## src/verilog/mem_ctrl_pkg.sv

```systemverilog
package mem_ctrl_pkg;

    // number of cache ports, 0 is instruction fetch, 1 is data
    localparam int NUM_PORTS = 2;

    // cache geometry
    localparam int LINE_BYTES  = 16;
    localparam int LINE_BITS   = LINE_BYTES * 8;  // 128
    localparam int LINE_COUNT  = 16;              // lines per cache
    localparam int INDEX_BITS  = 4;
    localparam int OFFSET_BITS = 4;
    localparam int TAG_BITS    = 32 - INDEX_BITS - OFFSET_BITS;  // 24

    // byte-size codes on the core side
    localparam logic [1:0] SIZE_WORD = 2'd0;  // 32 bit
    localparam logic [1:0] SIZE_BYTE = 2'd1;  // 8 bit
    localparam logic [1:0] SIZE_HALF = 2'd2;  // 16 bit

endpackage

```

## src/verilog/offchip_arbiter.sv

```systemverilog
`timescale 1ns/10ps

module offchip_arbiter (
    input  logic                                                         clk,
    input  logic                                                         rst,
    input  logic [mem_ctrl_pkg::NUM_PORTS-1:0]                           line_read_req,
    input  logic [mem_ctrl_pkg::NUM_PORTS-1:0]                           line_write_req,
    input  logic [mem_ctrl_pkg::NUM_PORTS-1:0][31:0]                     line_addr,
    input  logic [mem_ctrl_pkg::NUM_PORTS-1:0][mem_ctrl_pkg::LINE_BITS-1:0] line_wdata,
    output logic [mem_ctrl_pkg::LINE_BITS-1:0]                           line_rdata,
    output logic [mem_ctrl_pkg::NUM_PORTS-1:0]                           line_ack,
    output logic [31:0]                                                  mem_addr,
    output logic                                                         mem_read_en,
    output logic                                                         mem_write_en,
    output logic [mem_ctrl_pkg::LINE_BITS-1:0]                           mem_wdata,
    input  logic [mem_ctrl_pkg::LINE_BITS-1:0]                           mem_rdata,
    input  logic                                                         mem_ready
);

    typedef logic [$clog2(mem_ctrl_pkg::NUM_PORTS)-1:0] port_idx_t;

    logic                               busy;
    port_idx_t                          grant;
    port_idx_t                          next_grant;
    logic [mem_ctrl_pkg::NUM_PORTS-1:0] any_req;

    assign any_req = line_read_req | line_write_req;

    // lowest index wins, so instruction fetch beats data
    always_comb begin
        next_grant = '0;
        for (int p = mem_ctrl_pkg::NUM_PORTS - 1; p >= 0; p--) begin
            if (any_req[p]) next_grant = port_idx_t'(p);
        end
    end

    always_ff @(posedge clk) begin
        if (rst) begin
            busy  <= 1'b0;
            grant <= '0;
        end else if (!busy) begin
            if (|any_req) begin
                busy  <= 1'b1;
                grant <= next_grant;
            end
        end else if (mem_ready) begin
            busy <= 1'b0;  // one idle cycle before the next grant
        end
    end

    assign mem_read_en  = busy && line_read_req[grant];
    assign mem_write_en = busy && line_write_req[grant];
    assign mem_addr     = line_addr[grant];
    assign mem_wdata    = line_wdata[grant];

    assign line_rdata = mem_rdata;  // broadcast, only the acked port stores it

    always_comb begin
        line_ack = '0;
        line_ack[grant] = busy && mem_ready;
    end

    a_enables_exclusive: assert property (
        @(posedge clk) disable iff (rst) !(mem_read_en && mem_write_en)
    );

endmodule

```

## config.mk

```make
export PLATFORM = sky130hd
export DESIGN_NAME = offchip_arbiter
export DESIGN_NICKNAME = d
export VERILOG_FILES = /design/src/verilog/mem_ctrl_pkg.sv /design/src/verilog/offchip_arbiter.sv
export SDC_FILE = /design/constraint.sdc
export NUM_CORES = 1
export LEC_CHECK = 0
export ABC_AREA = 1
export BUFFER_PORTS_ARGS = -buffer_cell sky130_fd_sc_hd__buf_2
export CORE_AREA = 3 3 289 291
export DETAILED_ROUTE_END_ITERATION = 10
export DIE_AREA = 0 0 292 294
export MAX_ROUTING_LAYER = met4
export PLACE_DENSITY = 0.33
export SYNTH_ARGS = -nofsm -noshare
export SYNTH_HDL_FRONTEND = slang
export SYNTH_SLANG_ARGS = --single-unit
```

## constraint.sdc

```tcl
create_clock -name clk -period 1.1 [get_ports clk]
set_input_delay 0.22 -clock clk [delete_from_list [all_inputs] [get_ports clk]]
set_output_delay 0.22 -clock clk [all_outputs]
set_load 0.01 [all_outputs]
```

Word level (Yosys, flattened, before mapping)
Index checks and enable logic that the tools add are counted.

Bits in read-only memories: 0. RAM bits: 0. Input port bits: 455. Output and inout bits: 292. Memories kept: 0. Bits in registers: 2. Logic and storage cells: 28. Latch bits: 0.

Shift-type cells: 0. Magnitude comparators: 2. $mul: 0. $add $sub $neg: 0. Bitwise operators: 3. Reduce and logical (&&, ||, !) cells: 6. Div/mod/pow operators: 0. Mux-type cells: 15. Eq/ne operators: 0.

Operators by type and width (number): two-way mux 128 bit (2); two-way mux 32 bit (2); two-way mux 1 bit (10); logical AND 1 bit (4); AND 2 bit (1); < comparator 1 x 2 -> 1 bit (second input constant) (1); OR 2 bit (1); AND reduction 2 bit (1); OR reduction 2 bit (1); demux 1 bit (select 1 bit) (1); greater-or-equal comparator 1 bit (second input constant) (1); inverter 1 bit (1).

Longest topological paths before layout
Depth after elaboration: 5. Depth in mapped cells: 5. Depth with buffers taken out: 4.

Worst setup path before layout
OpenSTA, ideal clock, no wires.

Path kind: reg2out. From: register grant. To: output port mem_wdata[100] (netlist name). Data arrival time: 0.879 ns. Required time: 0.880 ns. Slack: 0.001 ns. Cell stages (with the launch flop): 6. Buffers on the path: 2. Cells stage by stage: dfxtp_1 -> inv_2 -> buf_4 -> buf_2 -> nand2_1 -> nand2_1.

Cells in the longest elaborated chain, start to end: 2.

Ends and longest elaborated chain: from (decl) (line offchip_arbiter.sv:23) `port_idx_t grant;`; from (signal assigned) (line offchip_arbiter.sv:44) `grant <= next_grant;`; two-way mux 128 bit (implied by the code) (2 in series) (line offchip_arbiter.sv:54) `assign mem_wdata = line_wdata[grant];`; to (decl) (line offchip_arbiter.sv:15) `output logic [mem_ctrl_pkg::LINE_BITS-1:0] mem_wdata,`.

No other way between the ends. The select of a mux whose other input is x is not followed.

Worst setup path after layout
From: register grant. To: output port mem_wdata[80] (netlist name).

Same word-level chain as after synthesis.

==> flow_summary.toml <==
[drt]
wl_per_cell_um = 19.3
vias_per_cell = 2.67
first_pass_iters = 4
drc = 0
ant_nets = 0
wl_um = 41500
drt_first_iter_violations = 187
vias = 5728

[setup_path]
start_kind = "flip-flop"
path_max_fanout = 15
cp.required_ns = 0.88
worstPathArrival_ns = 1.42
critPathSlowestCell = "dfxtp_4"
worstSetupEndpointType = "output pin"
path_class = "reg2out"
critPathMaxStageDelay_ns = 0.38
worst_path_most_repeated_cell = "nand2_1"
path_cells = "buf_12 -> buf_4 -> buf_16 -> nand2_1 -> nand2_1 -> buf_2"

[outcome]
violations = "negative setup slack"
outcome = "complete, but fails checks"

[final_layout]
fin_nets = 1534
drive_gt1_frac = 0.694
register_area_sq_um = 43.8
final_common_cell = "buf_2"
fillers = 9549
area_delta_synth_final_pct = 183
final_util = 0.107
final_cell_mix = "415 x buf_2, 313 x nand2_1, 93 x nand2_2"
multiInputGateArea_sq_um = 2810

[cts]
cts_buffer_depth = 2
cts_tree = "built"
holdBufCountCts = 0
cts.clk_slew.worst_paths_ns = 0.03
root_buffer = "clkbuf_16"
cts_max_level = 1
clkSinkCount = 2
numCtsBuffers = 3
insertion_delay_ns = 0.22

[yosys]
synth_compound_gate_area_share = 0.00654
yosys_warnings = 0
synth_area_sq_um = 3060
synthSimpleGateAreaFrac = 0.607
synthCells = 668
synth_cell_types = 11
synth_top_family_by_area = "simple AND/OR/NAND/NOR gates"
synth_fp_nets = 1123
synth_xor_area_frac = 0
synth_seq_area_share = 0.0131
avgSynthCellArea_sq_um = 4.58
yosys-mux-area-fraction = 0
synth_fa_ha_area_frac = 0
yosys_register_bits = 2

[global_routing]
grt_pass1_wl_um = 49800
grt_usage = 0.0881
grt_max_degree = 37
antenna_found_initial = 11
gr-total-overflow = 0
grt_pass1_vias = 5843

[timing]
hold_violations = 0
fmax_mhz = 610
worst_slack_ns = -0.540
setup_viol = 164
min_period_ns = 1.64
slew-limit-headroom = 0.712
tns_ns = -76.46
skew_ns = 0.00260
post-route-period-util = 1.49
rsz0062_at_grt = "true"
slew_violations = 0
worst_slew_pin_slew_ns = 0.431

[run]
maxCapViolCount = 0

[die]
start_util = 0.0379
die_y_um = 294
die_x_um = 292
core_sq_um = 80800
boundaryPins = 747
fp-row-count = 104
dieArea_sq_um = 85800

[placement]
finalWeightedCongestion = 0.800
port_buffers = 490
dp_hpwl_um = 33900

[min_path]
hold_path.class = "in2reg"

[power_and_ir_drop]
irDropWorstVdd_mv = 0.198
power_density_nw_per_um2 = 605
p_leak_nw = 4.65
[sequential cells by signal, indices dropped and copies added (netlist names)]
register  cells
busy          1
grant         1
[cell type report]
class | count | share of cell area
Timing Repair Buffer | 569 | 0.503
Multi-Input combinational cell | 499 | 0.324
Tap cell | 1060 | 0.153
Clock buffer | 4 | 0.00909
Sequential cell | 2 | 0.00505
Inverter | 4 | 0.00317
Antenna cell | 8 | 0.00231
[worst max-delay path, delay by kind of cell, from the launching register on]
| family | cells | cell delay, ns |
|---|---|---|
| buffers and inverters | 4 | 0.64 |
| DFF | 1 | 0.38 |
| and+or+nand+nor | 2 | 0.17 |
[metal layers]
| metal | global-route usage | vias to the layer above | wire length [um] |
|---|---|---|---|
| li1 | - | 2687 | - |
| met1 | 0.116 | 2525 | 19200 |
| met2 | 0.121 | 410 | 16700 |
| met3 | 0.0308 | 106 | 3760 |
| met4 | 0.0359 | 0 | 1740 |
| met5 | - | - | 0 |
[Yosys cell counts]
master      n  share of area
nand2_1   483           0.59
buf_4     129           0.32
buf_2      25          0.041
nor2_1     11          0.013
clkbuf_1    9          0.011
inv_1       3         0.0037
o21ai_0     3         0.0049
dfxtp_1     2          0.013
a21oi_1     1         0.0016
inv_2       1         0.0012
nand3_1     1         0.0016
[final timing paths]
| kind | start | endpoint | slack (ns) | cells after the start |
|---|---|---|---|---|
| worst max-delay path | grant | mem_wdata[80] | -0.54 | 6 |
| worst min-delay path | rst | busy | 0.27 | 4 |
| worst max register to register | grant | grant | 0.02 | 5 |
| worst min register to register | busy | busy | 0.65 | 4 |
[power breakdown]
group          switching, W  internal (W)
Clock             0.0000896      0.000477
Combinational       0.00238       0.00222
Sequential       0.00000825     0.0000784
Total               0.00248       0.00277
[cell families (layout without fill, tap and decap cells)]
kind of cell | count (synthesis) | count (layout)
compound gates | 4 | 4
buf+inv | 167 | 577
flops | 2 | 2
simple gates | 495 | 495
other cells | 0 | 8
[through the flow]
step	total power [W]	cells	setup WS (ns)	hold slack, ns	instance area (sq um)
CTS	0.00482	2124	-0.547	0.281	7700
detailed placement	0.00349	2100	-0.684	0.440	6490
finish	0.00525	2146	-0.540	0.272	8670
global placement	0.00353	2100	-0.659	0.440	6490
floorplan	0.00163	668	0.000793	0.365	3060
global route	0.00564	2146	-0.589	0.310	8670
[repair_timing]
item | in CTS | in global routing
buffers inserted | 12 | 7
resized for setup | 228 | 191
gates cloned | 8 | 10
pin swaps | 33 | 55
endpoints found under the setup margin | 164 | 165
Note: power is estimated with default switching activity, not from simulation.
